`config.mk`:
```
export PLATFORM = sky130hd
export DESIGN_NAME = pixel_scanner
export DESIGN_NICKNAME = d
export VERILOG_FILES = /design/src/logic/gfx_pkg.sv /design/src/logic/fb_pkg.sv /design/src/logic/pixel_scanner.sv
export SDC_FILE = /design/constraint.sdc
export NUM_CORES = 1
export LEC_CHECK = 0
export CORE_MARGIN = 2
export CORE_UTILIZATION = 45
export DETAILED_ROUTE_END_ITERATION = 6
export DONT_BUFFER_PORTS = 1
export SYNTH_ARGS = -nofsm -noshare
export SYNTH_HDL_FRONTEND = slang
export SYNTH_SLANG_ARGS = --single-unit
```
`constraint.sdc`:
```
create_clock -name clk -period 3.55 [get_ports clk]
set_clock_uncertainty 0.15 [all_clocks]
set_input_delay 0.1775 -clock clk [delete_from_list [all_inputs] [get_ports clk]]
set_output_delay 0.1775 -clock clk [all_outputs]
set_load 0.01 [all_outputs]
```
`src/logic/gfx_pkg.sv`:
```
package gfx_pkg;

    // RGB444 pixel, red in the top nibble
    typedef logic [11:0] color_t;

    // Pixel coordinate, enough for frames up to 255 on a side
    typedef logic [7:0] coord_t;

    // Background above the horizontal centre
    localparam color_t color_above = 12'h0AF;

    // Centre row and everything below it
    localparam color_t color_below = 12'hAAA;

endpackage

```
`src/logic/fb_pkg.sv`:
```
package fb_pkg;

    import gfx_pkg::*;

    // Linear pixel address y*width+x, sized for a 160x120 frame
    typedef logic [14:0] fb_addr_t;

    // Write request into the selected bank
    typedef struct packed {
        logic     en;
        fb_addr_t addr;
        color_t   data;
    } fb_write_t;

    // Read request from the bank that is not selected
    typedef struct packed {
        logic     en;
        fb_addr_t addr;
    } fb_read_t;

endpackage

```
`src/logic/pixel_scanner.sv`:
```
`timescale 1ns/10ps

module pixel_scanner
    import gfx_pkg::*;
    import fb_pkg::*;
#(
    parameter int frame_width  = 160,
    parameter int frame_height = 120
) (
    input  logic     clk,
    input  logic     rstn,
    input  logic     scan_start,
    output fb_read_t rd,
    input  color_t   rd_data,
    output color_t   pixel_data,
    output logic     pixel_valid,
    input  logic     pixel_ready,
    output logic     pixel_last
);

    localparam int       pixel_count = frame_width * frame_height;
    localparam fb_addr_t last_addr   = fb_addr_t'(pixel_count - 1);

    typedef enum logic [1:0] {
        idle,
        scanning,
        draining
    } state_t;

    typedef struct packed {
        color_t data;
        logic   last;
    } entry_t;

    state_t     state;
    fb_addr_t   addr;
    logic       pending;
    logic       pending_last;
    logic       out_valid;
    logic       skid_valid;
    entry_t     out_entry;
    entry_t     skid_entry;
    entry_t     rd_entry;
    logic       fire;
    logic       out_load;
    logic [1:0] occupancy;

    assign rd_entry  = '{data: rd_data, last: pending_last};
    assign fire      = out_valid && pixel_ready;
    assign out_load  = !out_valid || pixel_ready;
    assign occupancy = 2'(out_valid) + 2'(skid_valid) + 2'(pending);

    // Read only if the returning pixel still finds a free slot
    assign rd.en   = (state == scanning) && ((occupancy - {1'b0, fire}) <= 2'd1);
    assign rd.addr = addr;

    always_ff @(posedge clk or negedge rstn) begin
        if (!rstn) begin
            state        <= idle;
            addr         <= '0;
            pending      <= 1'b0;
            pending_last <= 1'b0;
        end else begin
            pending      <= rd.en;
            pending_last <= rd.en && (addr == last_addr);
            case (state)
                idle: begin
                    if (scan_start) begin
                        state <= scanning;
                        addr  <= '0;
                    end
                end
                scanning: begin
                    if (rd.en) begin
                        addr <= addr + 1'b1;
                        if (addr == last_addr) begin
                            state <= draining;
                        end
                    end
                end
                draining: begin
                    if (fire && out_entry.last) begin
                        state <= idle;
                    end
                end
                default: state <= idle;
            endcase
        end
    end

    always_ff @(posedge clk or negedge rstn) begin
        if (!rstn) begin
            out_valid  <= 1'b0;
            skid_valid <= 1'b0;
        end else if (out_load) begin
            out_valid  <= skid_valid || pending;
            skid_valid <= skid_valid && pending;
        end else begin
            skid_valid <= skid_valid || pending;
        end
    end

    // Skid entry feeds the output first, then fresh read data
    always_ff @(posedge clk) begin
        if (out_load) begin
            out_entry <= skid_valid ? skid_entry : rd_entry;
        end
        if (pending && (skid_valid || !out_load)) begin
            skid_entry <= rd_entry;
        end
    end

    assign pixel_data  = out_entry.data;
    assign pixel_valid = out_valid;
    assign pixel_last  = out_valid && out_entry.last;

    a_stall_stable: assert property (@(posedge clk) disable iff (!rstn)
        pixel_valid && !pixel_ready |=>
            pixel_valid && $stable(pixel_data) && $stable(pixel_last));

endmodule

```
* After elaboration in Yosys (flattened, before gate mapping)
Cells that the tools add are included.
** Word-level totals
- Register bits :: 47
- Latch bits :: 0
- Bits in writable memories :: 0
- Bits in read-only memories :: 0
- Output and inout bits :: 30
- Memories kept :: 0
** Operators by class
- $add $sub $neg :: 4
- $mul :: 0
- Div/mod/pow operators :: 0
- $lt $le $gt $ge :: 1
- Eq/ne operators :: 7
- Shifts and indexed selects :: 0
- Muxes and demuxes :: 10
- Bitwise gates (word level) :: 0
- Reduce and logical (&&, ||, !) cells :: 16
** Operators with widths (count)
- $mux 15 :: 2
- $pmux 15 s2 :: 1
- $add 15x1->15 const B :: 1
- $eq 15x15->1 const B :: 1
- $mux 13 :: 1
- $mux 2 :: 4
- $logic_and 1x1->1 :: 7
- $ne 2x2->1 const B :: 3
- $pmux 2 s3 :: 1
- $reduce_and 4->1 :: 1
- $logic_or 1x1->1 :: 3
- $reduce_and 3->1 :: 1
- $add 1x1->2 :: 1
- $add 2x1->2 :: 1
- $eq 2x1->1 const B :: 1
- $eq 2x2->1 const B :: 1
- $le 2x1->1 const B :: 1
- $logic_not 1->1 :: 2
- $logic_not 2->1 :: 1
- $ne 2x1->1 const B :: 1
- $reduce_bool 2->1 :: 1
- $sub 2x1->2 :: 1
- $mux 1 :: 1

* Depth between registers and ports, before layout
- Word-level depth :: 7
- Mapped depth :: 9
- Gate-level depth less buffers :: 9

* Worst setup path after synthesis
Ideal clock, no wire load.
- Kind :: reg-to-reg
- Start point :: reg out_valid, in the netlist pixel_valid
- End point :: reg addr[11]
- Library setup time :: 0.118 ns
- Data arrival time :: 2.283 ns
- Setup slack :: 0.999 ns
- Cell stages (with the launch flop) :: 10
- Buffers on the path :: 0
- Clock period less this slack :: 2.551 ns
- Cells stage by stage :: dfrtp_1 -> and2_1 -> ha_1 -> inv_1 -> ha_1 -> a21oi_4 -> mux2i_2 -> inv_1 -> a21o_1 -> a21o_1
** RTL lines
- from (decl) :: line pixel_scanner.sv:39 : logic out_valid;
- from (signal assigned) :: line pixel_scanner.sv:96 : out_valid <= skid_valid || pending;
- to (signal assigned) :: line pixel_scanner.sv:75 : addr <= addr + 1'b1;
- to (decl) :: line pixel_scanner.sv:36 : fb_addr_t addr;

==> results.md <==
* Status: completed
* Drt pass-1 iters at 4
* Hold depth at 3
* Internal power at 1.33 mW
* IO Port Bufs at 0
* Peak supply drop at 0.000438 V
* Starting Density at 0.472
* Crit path DAT at 2910 ps
* Post-DRT Antenna Nets at 0
* CTS Buf Count at 5
* Ys flop type: edfxtp_1
* Syn nets at 202
* Worst hold path type: in -> reg
* FP Rows at 25
* Crit start category: flop
* GR Overflow Total at 0
* Hpwl dp at 3.09 mm
* Clock power share at 0.218
* Syn Area/Cell at 12.3 um2
* Worst skew pair latency at 300 ps
* Total die area at 5570 um2
* Slew margin rel. at 0.360
* Total Wirelength at 4.42 mm
* Via count at 1477
* R2R depth at 9
* Setup CP Type: reg -> reg
* Min Tclk post-route at 2860 ps
* Vias in the first global route at 1515
* FMAX at 349 MHz
* Switch share at 0.360
* Worst hold margin at 8.29 ps
* Comb power frac at 0.337
* Setup bufs post-CTS at 0
* P_leak at 0.957 nW
* CTS sink cnt at 47
* Crit end category: flop
* Final hold vios at 0
* Remaining DRCs at 0
* # nets final at 209
* Placed Area at 2230 um2
* Pin count of the biggest net entering global routing at 22
* Seq/Total Area, Yosys at 0.582
* HP Start: scan_start
* Tightest Pin Transition at 956 ps
* Register Area at 1310 um2
* Distinct cells, synth at 44
* First-pass GRT wire length at 7.23 mm
* Power Density at 827 nW/um2
* Fill cell count at 440
* Unrepaired setup endpoints after global routing: false
* Final Max Slew Viols at 0
* Async SR Flop Fraction at 0.447
* Cell chosen for the clock root: clkbuf_8
* Die X at 74.6 um
* Worst Path Required at 3590 ps
* Chip Height at 74.6 um
* Max Cap Violations at 0
* Gr usage total at 0.174
* Setup violators final at 0
* Core area at 4750 um2
* Mapped cell area at 2240 um2
* Critical-path cell list: and2_1, ha_1, inv_1, ha_1, a21oi_4, mux2i_2, inv_1, a21o_1, a21o_1
* Htree depth at 2
* CTS Hold Bufs at 15
* Worst flop-to-flop path startpoint: pixel_valid
* Flop pwr share at 0.445
* Number of synthesized flops with an enable pin at 26
* Share of cells above drive strength 1 at 0.147
* Multi-input logic area at 805 um2
* Largest stage delay on the critical path at 500 ps
* DR iter-0 viols at 68
* Clock buffer depth at 2
* P&R area growth vs syn at 12.0%
* Synthesized instance count at 183
* Gpl congestion at 0.855
* Synthesis warning total at 0
* Initial antenna violation count at 0
* Vias per cell at 5.72
* #FFs+latches synth at 47
* Switching power total at 0.748 mW
* Setup TNS at 0 ps
* Crit share post-route at 0.807
* Worst Hold End: addr[8]
* CP max stage cell: mux2i_2
* Average wire per cell in the routed design at 17.1 um
* CP Max Fanout at 8
* Reg2Reg Setup Slack at 690 ps
* TritonCTS clock tree: yes
* Post-cts gate resize count at 0
* Diode count at 0
* Clock slew at reported path FFs at 80 ps
* IO Pins at 46
* Post-route design area at 2510 um2
* FF-to-FF End: addr[11]
## flip-flops by register name, indices dropped and copies added, names as in the netlist
register	flops
skid_entry	13
skid_valid	1
pixel_data	12
state	2
pixel_valid	1
addr	15
out_entry	1
pending_last	1
pending	1
## worst max-delay path by stage
stage                          end  cells past startpoint        start  slack, ps
after floorplan           addr[11]                      9  pixel_valid       1000
after detailed placement  addr[11]                      9  pixel_valid        690
after global routing      addr[11]                      9  pixel_valid        550
final                     addr[11]                      9  pixel_valid        690
after CTS                   rd[15]                      7  pixel_valid        670
after global placement    addr[11]                      9  pixel_valid        840
## cell usage in the layout, fill, tap and decap left out, drive strengths merged, types with 2 or more instances in the layout
cell         instances
edfxtp              26
dfrtp               21
dlygate4sd3         15
nand2               14
mux2                13
o21ai               12
inv                  6
nor2                 6
a22o                 6
nand3                6
clkbuf               6
nand4                5
nor3                 5
and2                 4
o31ai                4
a21o                 3
o211ai               3
ha                   3
or2                  3
a21oi                3
mux2i                3
nor3b                2
or3                  2
a31oi                2
bufinv               2
buf                  2
## cell usage after synthesis (2+ instances only)
master	instances	area, um2
nor2_1	6	22.5
or2_1	2	12.5
or3_1	2	12.5
a22o_1	6	52.6
ha_1	3	37.5
nand3_1	6	30.0
nand2_1	14	52.6
dfrtp_1	21	526
clkbuf_1	3	11.3
mux2_2	13	146
a21oi_1	2	10.0
a31oi_1	2	12.5
mux2i_1	2	20.0
a21o_1	3	22.5
and2_1	4	25.0
nor3b_1	2	15.0
inv_1	6	22.5
nand4_1	5	31.3
o211ai_1	3	22.5
buf_4	12	90.1
o21ai_0	11	55.1
o31ai_1	4	30.0
nor3_1	5	25.0
edfxtp_1	26	781
## worst max-delay path, delay by kind of cell, from the launching register on
kind,cells,cell delay [ps]
multiplexers,1,500
flip-flops,1,490
AND/OR/NAND/NOR,1,190
AO/OA/AOI/OAI,3,560
buffers and inverters,2,300
adder cells (fa/ha/maj),2,560
## cell type report
type / count / area share
repair buffers: 17 / 0.0657
clock buffers: 6 / 0.0289
multi-input cells: 113 / 0.320
clock inverters: 2 / 0.0239
inverters: 6 / 0.00896
flip-flops and latches: 47 / 0.519
well taps: 67 / 0.0333
## metal layers
layer	track usage	wire (um)
met1	0.205	1810
met5	0	0
met2	0.296	2260
met3	0.0469	288
met4	0.0794	64
## logic make-up (layout without fill, tap and decap cells)
kind of cell | Yosys count | after routing | synth area share
xor gates and xnor gates | 2 | 2 | 0.00781
DFF | 47 | 47 | 0.582
muxes | 16 | 16 | 0.0803
AOI/OAI and AO/OA | 36 | 36 | 0.115
buffers and inverters | 23 | 31 | 0.0596
adders and majority gates | 3 | 3 | 0.0167
and+or+nand+nor | 56 | 56 | 0.139
## per-stage QoR
stage | instances | setup slack, ps | total power [mW] | util
after floorplan | 183 | 999 | 1.51 | -
after global placement | 235 | 841 | 1.59 | 0.469
after detailed placement | 235 | 689 | 1.62 | 0.469
after CTS | 258 | 673 | 2.10 | 0.529
after global routing | 258 | 550 | 2.22 | 0.529
final | 258 | 687 | 2.08 | 0.529
## power by group through the flow
stage               clock (mW)  combinational (mW)  sequential, mW
global placement             0               0.653           0.933
floorplan                    0               0.633           0.875
global route             0.481               0.789           0.949
finish                   0.453               0.701           0.926
CTS                      0.463               0.704           0.929
detailed placement           0               0.680           0.941
(Power assumes the default switching activity.)
