### src/logic/gfx_pkg.sv
package gfx_pkg;

    // RGB444 pixel, red in the top nibble
    typedef logic [11:0] color_t;

    // Pixel coordinate, enough for frames up to 255 on a side
    typedef logic [7:0] coord_t;

    // Background above the horizontal centre
    localparam color_t color_above = 12'h0AF;

    // Centre row and everything below it
    localparam color_t color_below = 12'hAAA;

endpackage

### src/logic/fb_pkg.sv
package fb_pkg;

    import gfx_pkg::*;

    // Linear pixel address y*width+x, sized for a 160x120 frame
    typedef logic [14:0] fb_addr_t;

    // Write request into the selected bank
    typedef struct packed {
        logic     en;
        fb_addr_t addr;
        color_t   data;
    } fb_write_t;

    // Read request from the bank that is not selected
    typedef struct packed {
        logic     en;
        fb_addr_t addr;
    } fb_read_t;

endpackage

### src/logic/background_drawer.sv
`timescale 1ns/10ps

module background_drawer
    import gfx_pkg::*;
    import fb_pkg::*;
#(
    parameter int frame_width  = 160,
    parameter int frame_height = 120
) (
    input  logic      clk,
    input  logic      rstn,
    input  logic      draw_start,
    output logic      draw_done,
    output fb_write_t wr
);

    localparam int     pixel_count = frame_width * frame_height;
    localparam coord_t last_x      = coord_t'(frame_width - 1);
    localparam coord_t last_y      = coord_t'(frame_height - 1);
    localparam coord_t half_y      = coord_t'(frame_height / 2);

    typedef enum logic [0:0] {
        idle,
        drawing
    } state_t;

    state_t state;
    coord_t x;
    coord_t y;
    logic   last_pixel;

    assign last_pixel = (x == last_x) && (y == last_y);

    always_ff @(posedge clk or negedge rstn) begin
        if (!rstn) begin
            state <= idle;
        end else begin
            case (state)
                idle: begin
                    if (draw_start) begin
                        state <= drawing;
                    end
                end
                drawing: begin
                    if (last_pixel) begin
                        state <= idle;
                    end
                end
                default: state <= idle;
            endcase
        end
    end

    // Row-by-row scan, x runs fastest
    always_ff @(posedge clk or negedge rstn) begin
        if (!rstn) begin
            x <= '0;
            y <= '0;
        end else if (state == idle) begin
            if (draw_start) begin
                x <= '0;
                y <= '0;
            end
        end else if (x == last_x) begin
            x <= '0;
            y <= (y == last_y) ? '0 : y + 1'b1;
        end else begin
            x <= x + 1'b1;
        end
    end

    // One write per drawing cycle, done comes with the last one
    always_comb begin
        wr.en     = (state == drawing);
        wr.addr   = fb_addr_t'(y) * fb_addr_t'(frame_width) + fb_addr_t'(x);
        wr.data   = (y < half_y) ? color_above : color_below;
        draw_done = (state == drawing) && last_pixel;
    end

    a_wr_in_frame: assert property (@(posedge clk) disable iff (!rstn)
        wr.en |-> (wr.addr < fb_addr_t'(pixel_count)));

endmodule

### config.mk
export PLATFORM = sky130hd
export DESIGN_NAME = background_drawer
export DESIGN_NICKNAME = d
export VERILOG_FILES = /design/src/logic/gfx_pkg.sv /design/src/logic/fb_pkg.sv /design/src/logic/background_drawer.sv
export SDC_FILE = /design/constraint.sdc
export NUM_CORES = 1
export LEC_CHECK = 0
export BUFFER_PORTS_ARGS = -buffer_cell sky130_fd_sc_hd__buf_2
export CORE_ASPECT_RATIO = 1.2
export CORE_UTILIZATION = 55
export CTS_BUF_LIST = sky130_fd_sc_hd__clkbuf_2 sky130_fd_sc_hd__clkbuf_4 sky130_fd_sc_hd__clkbuf_8
export DETAILED_ROUTE_END_ITERATION = 8
export PLACE_DENSITY_LB_ADDON = 0.25
export SYNTH_ARGS = -nofsm -noshare
export SYNTH_HDL_FRONTEND = slang
export SYNTH_SLANG_ARGS = --single-unit
### constraint.sdc
create_clock -name clk -period 3.75 [get_ports clk]
set_input_delay 0.75 -clock clk [delete_from_list [all_inputs] [get_ports clk]]
set_output_delay 0.75 -clock clk [all_outputs]
set_load 0.03 [all_outputs]
==> After elaboration in Yosys (flattened, before gate mapping) <==
Index checks and enable logic that the tools add are counted.
{ "totals": {"ff_bits": 17, "latchBits": 0, "ram_bits": 0, "romBits": 0, "input_bits": 3, "output_inout_bits": 29, "mem_count": 0} }
{ "op_classes": {"n_addsub": 3, "multipliers": 1, "n_div": 0, "order_cmp": 1, "n_eq_ne": 3, "n_shift": 0, "muxes": 10, "bitwise_logic": 1, "n_reduce_logical": 4} }
{ "ops": {"columns": ["cell", "n"], "rows": [
  ["two-way mux 8 bit", 6],
  ["adder 8 x 1 -> 8 bit (second input constant)", 2],
  ["adder 15 x 8 -> 15 bit", 1],
  ["two-way mux 12 bit", 1],
  ["multiplier 8 x 3 -> 10 bit (second input constant)", 1],
  ["== test 8 x 7 -> 1 bit (second input constant)", 1],
  ["== test 8 bit (second input constant)", 1],
  ["less-than comparator 8 x 6 -> 1 bit (second input constant)", 1],
  ["logical AND 1 bit", 2],
  ["two-way mux 1 bit", 2],
  ["!= test 2 x 1 -> 1 bit (second input constant)", 1],
  ["one-hot mux 1 bit (2 select lines)", 1],
  ["AND reduction 2 bit", 1],
  ["nonzero test 2 bit", 1],
  ["inverter 1 bit", 1]
]} }

==> Logic depth before layout (Yosys ltp) <==
Gate-level depths: netlist (run 1).
{ "depth": {"ltp_word": 4, "mapped_depth": 8} }

==> Worst setup path before layout (run 1) <==
Ideal clock, no wire load.
{ "synth_timing": {"kind": "flip-flop to output port", "startpoint": "reg y[4]", "endpoint": "out wr[26] (netlist name)", "arrival_time_ns": 2.592, "path_slack_ns": 0.408, "stages_incl_launch_ff": 8, "cell_sequence": "dfrtp_1 > ha_1 > ha_1 > o21ai_0 > or4b_2 > o2111ai_1 > nand4_1 > xnor2_1"} }
{ "synth_lines": {"columns": ["item", "line", "text"], "rows": [
  ["start, declared", "background_drawer.sv:29", "coord_t y;"],
  ["start signal, assigned", "background_drawer.sv:66", "y <= (y == last_y) ? '0 : y + 1'b1;"],
  ["end, declared", "background_drawer.sv:14", "output fb_write_t wr"]
]} }

==> results.md, run 1 <==
* Vias/cell at 5.73
* Max-cap viol count at 0
* Worst reg-to-reg setup slack at 1600 ps
* Die width at 51.1 um
* CP endpoint: wr[26]
* Fraction of registers with async set/reset at between 90% and 100%
* Peak VDD IR at 668 uV
* Top area cells in the synthesized netlist: dfrtp_1 27%, ha_1 13%, o21ai_0 7.9%
* Drt wl/cell at around 13 um
* CP Data Required Time at 3000 ps
* Pre-antenna DRT Iters at 4
* Final Max Tran Viols at 0
* Tot GR Track Use at 21.1%
* Startpoint class of the critical path: register
* Most frequent cell on the critical path: ha_1
* Routed WL at 3160 um
* IO buf count at 23
* Largest net degree at the start of global routing at 20
* ANT nets after route at 0
* Slowest stage delay, CP at around 610 ps
* Seq/Total Area, Yosys at 26.7%
* Stages on worst setup path at 8
* DR DRC count at 0
* Final hold vios at 0
* CTS tree: built
* Fmax at 282 MHz
* Worst Path Arrival at 2800 ps
* GRT met1 Usage at 25.5%
* Worst-Skew Late Latency at 300 ps
* Minimum clock period at roughly 3500 ps
* Most numerous cell in the Yosys netlist: o21ai_0
* Pleak at 0.790 nW
* Layout cell share with drive strength beyond 1 at 25.1%
* Routability cong. at 0.784
* Area of the die at roughly 3100 um^2
* GR peak layer: met2
* Clk buf depth at 2
* Post-synth EDFFs at 0
* Diodes inserted at 0
* Worst setup slack after layout at 200 ps
* Reg2reg start: x[1]$_DFFE_PN0P_
* Die Y at around 61 um
* H-Tree Depth at 1
* Initial Utilization at 57.7%
* Cell Area, Synth at 1590 um^2
* Cell family with most CP delay: simple AND/OR/NAND/NOR gates
* Crit. End Element: output port
* Share of the synthesized area in the top cell type at 26.7%
* FF-to-FF path depth at 6
* Final setup vio count at 0
* NumNets Final at 230
* Clk sinks at 17
* Via count at 1,381
* Synth cell count leaders: 25 x o21ai_0, 17 x dfrtp_1, 17 x ha_1, 17 x nor2_1, 16 x buf_4
* CTS buffer count at 3
* First-pass GRT wire length at 5010 um
* Worst setup path class: reg2out
* Clk root buf: clkbuf_4
* Worst slew pin tran at about 900 ps
* Total power draw at around 1.1 mW
* Met2 usage at slightly below 40%
* Setup WS pre-CTS at 405 ps
* Hold Slack at roughly 360 ps
* Grt total ovfl at 0
* Worst Path Max Fanout at 5
* Synthesis-stage register bit count at 17
* Rows at 21
* Core Area at 2760 um^2
* Area Growth Syn to Fin at 10.8%
* Cells after Synth at 185
* Fin crit share at 94.7%
* Status: completed
* Setup TNS at 0 ps
* Synth area leader: dfrtp_1
* Commonest register cell after synthesis: dfrtp_1
* Slew HR at 39.0%
* Critical Path, Cell by Cell: ha_1, ha_1, o21ai_1, or4b_2, o2111ai_1, nand4_1, xnor2_1, buf_4
* Power Density at between 600 and 700 nW/um^2
* Initial antenna violation count at 0
* Hold Crit Class: in2async
* Worst-path clk slew at 110 ps
* Netlist cell types at 43
* Final Skew at 5.72 ps
* Highest-delay cell along the critical path: or4b_2
* Syn avg cell area at 8.60 um^2
* Source of the critical timing path: y[4]$_DFFE_PN0P_
* Global-route track usage on met3 at 3.76%
* Number of buffer and inverter stages on the critical path at 1
* R2R Path End: y[3]$_DFFE_PN0P_
* Syn. warnings at 0
* Vias in the first global route at 1,166
* Initial DRC Count at 19
* Hold Buf Count CTS at 0
* IO Pins at 32
* Hpwl dp at 2400 um
cell type report:
class | count | area, um^2
repair buffers | 31 | 178
well taps | 34 | 42.5
inverters | 8 | 30.0
clock inverters | 1 | 5.00
fillers | 256 | 995
clock buffers | 3 | 22.5
flip-flops and latches | 17 | 432
multi-input cells | 147 | 1050
flip-flops by register name, summed over array words and instances, names as in the netlist:
name	cells
state	1
y	8
x	8
kinds of logic (layout without fill, tap and decap cells):
group	Yosys count	after routing	share of synthesized area, %
simple gates	59	59	19.9
compound gates	48	48	18.7
buf+inv	27	43	10.7
fa+ha+maj	19	19	15.9
flops	17	17	26.7
xor+xnor	11	11	6.05
other cells	2	8	0.472
mux	2	2	1.57
layout by cell type, fill, tap and decap left out, types with 8 or more instances in the layout:
master,n
nand2_1,15
buf_2,22
conb_1,8
dfrtp_1,12
nor2_1,17
o21ai_0,24
ha_1,16
nand3_1,8
xnor2_1,8
inv_1,8
buf_4,9
routing by layer:
metal | routed length (um) | vias to the layer above
li1 | - | 683
met2 | 1640 | 31
met5 | 0 | -
met4 | 30 | 0
met1 | 1380 | 661
met3 | 106 | 6
worst min-delay path by stage:
| stage | startpoint | depth (start not counted) | slack [ps] | endpoint |
|---|---|---|---|---|
| after floorplan | rstn | 0 | 450 | state$_DFF_PN0_ |
| after global placement | x[7]$_DFFE_PN0P_ | 1 | 520 | x[7]$_DFFE_PN0P_ |
| after detailed placement | x[7]$_DFFE_PN0P_ | 1 | 550 | x[7]$_DFFE_PN0P_ |
| after CTS | rstn | 1 | 370 | y[4]$_DFFE_PN0P_ |
| after global routing | rstn | 1 | 380 | y[4]$_DFFE_PN0P_ |
| final | rstn | 1 | 360 | y[4]$_DFFE_PN0P_ |
what timing repair did:
item	CTS	global route
endpoints found under the setup margin	0	2
buffers inserted	0	8
resized for setup	0	12
power breakdown:
| group | leakage (nW) | total [mW] | internal [mW] | switching [mW] |
|---|---|---|---|---|
| Combinational | 0.572 | 0.704 | 0.248 | 0.456 |
| Sequential | 0.200 | 0.321 | 0.234 | 0.0875 |
| Clock | 0.0177 | 0.102 | 0.0397 | 0.0623 |
through the flow:
stage / util, % / instances / instance area (um^2)
global placement: 59.1 / 229 / 1630
detailed placement: 59.1 / 229 / 1630
finish: 63.9 / 241 / 1760
floorplan: - / 191 / 1610
CTS: 60.1 / 233 / 1660
global route: 63.9 / 241 / 1760
Power figures use the tool's default switching activity.
==> inputs of run 2 (changes only) <==
- CORE_UTILIZATION: 55 -> 45
==> run 2 against run 1 <==
Utilization is 14 points lower. Setup slack worse by 62 ps. Clock power is 33% higher. Sequential power is 1% higher. Critical path depth stayed put. First-iteration DRC count is 21% higher. Cell count is 2.1% lower. Critical path type unchanged. Sequential share of layout area is 0.75 points higher. Die area is 21% higher. Non-clock buffer count is 8 lower.
==> results.md, run 2 (synthesis gave the netlist of run 1 again) <==
* Setup WS pre-CTS at 428 ps (+23.3 ps)
* Startpoint class of the critical path: register
* Routed WL at 3210 um (+1.6%)
* Minimum clock period at 3610 ps (+62.3 ps)
* IO Pins at 32 (unchanged)
* H-Tree Depth at 1 (unchanged)
* Worst setup slack after layout at 138 ps (-62.3 ps)
* Via count at 1,308 (-5.3%)
* Area of the multi-input gates at 1020 um^2 (-3.0%)
* Worst-path clk slew at 70 ps (-40 ps)
* Grt total ovfl at 0 (unchanged)
* ANT nets after route at 0 (unchanged)
* Core Area at 3370 um^2 (+22%)
* Metal2 WL at 1610 um (-1.9%)
* Vias/cell at 5.54 (-3.3%)
* DR DRC count at 0 (unchanged)
* Pre-antenna DRT Iters at 4 (unchanged)
* Diodes inserted at 0 (unchanged)
* Tot GR Track Use at 18.0% (-3.1 points)
* Final hold vios at 0 (unchanged)
* Worst-Skew Late Latency at 250 ps (-50 ps)
* Peak VDD IR at 389 uV (-42%)
* Hpwl dp at 2440 um (+1.5%)
* Initial antenna violation count at 0 (unchanged)
* First-pass GRT wire length at 5460 um (+8.9%)
* Layout cell share with drive strength beyond 1 at 18.1% (-7.0 points)
* Pleak at 0.755 nW (-4.4%)
* NumNets Final at 222 (-3.5%)
* Post-CTS Setup Repair Bufs at 0 (unchanged)
* Clk buf depth at 2 (unchanged)
* Final Skew at 2.98 ps (-2.74 ps)
* Slew HR at 37.6% (-1.4 points)
* Clk root buf: clkbuf_8
* Met3 WL at 58 um (-45%)
* CP Data Required Time at 3000 ps (about the same)
* IO buf count at 23 (unchanged)
* Post-DP Area at 1640 um^2 (+0.23%)
* Final setup vio count at 0 (unchanged)
* CTS tree: built
* Wl on met1 at 1510 um (+9.3%)
* Uppermost layer routed: met4
* Hold Crit Class: in2async
* Fmax at 277 MHz (-1.7%)
* Clk sinks at 17 (unchanged)
* Largest net degree at the start of global routing at 20 (unchanged)
* Power Density at 673 nW/um^2 (+5.2%)
* Area Growth Syn to Fin at 5.98%
* Hold Buf Count CTS at 0 (unchanged)
* Die Y at 67.1 um (+10%)
* Worst Path Arrival at 2860 ps (+60 ps)
* Crit. End Element: output port
* RSZ-0062 raised after global routing: false
* Initial DRC Count at 23 (+4)
* Commonest non-fill, non-tap cells in the layout: 25 x o21ai_0, 23 x buf_2, 17 x nor2_1, 17 x ha_1, 17 x dfrtp_1
* Die width at 56.3 um (+10%)
* Worst slew pin tran at 924 ps (+20.7 ps)
* Final Max Tran Viols at 0 (unchanged)
* Initial Utilization at 47.3% (-10 points)
* Status: completed
* Drt wl/cell at 13.6 um (+3.8%)
* Fin crit share at 96.3% (+1.7 points)
* Post-route cell area at 1690 um^2 (-4.4%)
* Leading registers by flop count: x (8), y (8), state (1)
* Commonest non-fill, non-tap cell in the layout: o21ai_0
* Rows at 23 (+9.5%)
* Worst Path Max Fanout at 9 (+4)
* Placed cells at 232 (+1.3%)
* Reg area at 425 um^2 (-1.4%)
* Area of the die at 3780 um^2 (+21%)
* Setup TNS at 0 ps (unchanged)
* CTS buffer count at 3 (unchanged)
* Worst setup path class: reg2out
* Max-cap viol count at 0 (unchanged)
* Post-Layout Cell Count at 236 (-2.1%)
* Routability cong. at 0.825 (+5.2%)
* Fill count at 341 (+33%)
* Post-layout util at 50.1% (-14 points)
* Vias in the first global route at 1,257 (+7.8%)
run 2: changes by cell type in the layout (fill, tap and decap cells not counted), sizes merged:
cell / before / now
buf: 31 / 23
run 2: area by class of cell:
type / count / share of cell area (%)
multi-input cells: 147 / 60.7
flip-flops and latches: 17 / 25.2
repair buffers: 23 / 6.82
well taps: 37 / 2.74
clock buffers: 3 / 2.45
inverters: 8 / 1.78
clock inverters: 1 / 0.297
run 2: report_power, final:
group          internal, mW  switching, mW  leakage [nW]
registers             0.233         0.0921         0.205
clock network        0.0736         0.0628        0.0255
logic                 0.229          0.444         0.524
run 2: worst paths after layout:
kind,slack (ps),to,cells past startpoint,start
max,140,wr[26],8,y[4]$_DFFE_PN0P_
min,420,y[4]$_DFFE_PN0P_,1,rstn
max reg2reg,1600,y[3]$_DFFE_PN0P_,6,y[0]$_DFFE_PN0P_
min reg2reg,560,x[7]$_DFFE_PN0P_,1,x[7]$_DFFE_PN0P_
max in group asynchronous,3050,y[0]$_DFFE_PN0P_,1,rstn
min in group clk,560,x[7]$_DFFE_PN0P_,1,x[7]$_DFFE_PN0P_
run 2: layer usage:
metal / global-route usage, % / up-vias
met2: 33.6 / 18
met3: 1.92 / 4
met1: 21.5 / 616
li1: - / 670
met5: 0 / -
met4: 6.40 / 0
run 2: repair_timing:
| item | CTS | global route |
|---|---|---|
| hold endpoints to repair | 0 | 0 |
| setup endpoints to repair | 0 | 2 |
| gates resized for setup | 0 | 1 |
run 2: through the flow:
stage               hold slack, ps  total power [mW]
CTS                            427              1.14
global placement               527             0.984
floorplan                      454             0.875
detailed placement             547              1.00
global route                   447              1.22
finish                         415              1.13
run 2: critical path, stage by stage, from the launching register on:
cell and delay [ps]:
dfrtp_1 480, ha_1 330, ha_1 340, o21ai_0 160
or4b_2 640, o2111ai_1 160, nand4_1 140, xnor2_1 140
buf_2 210
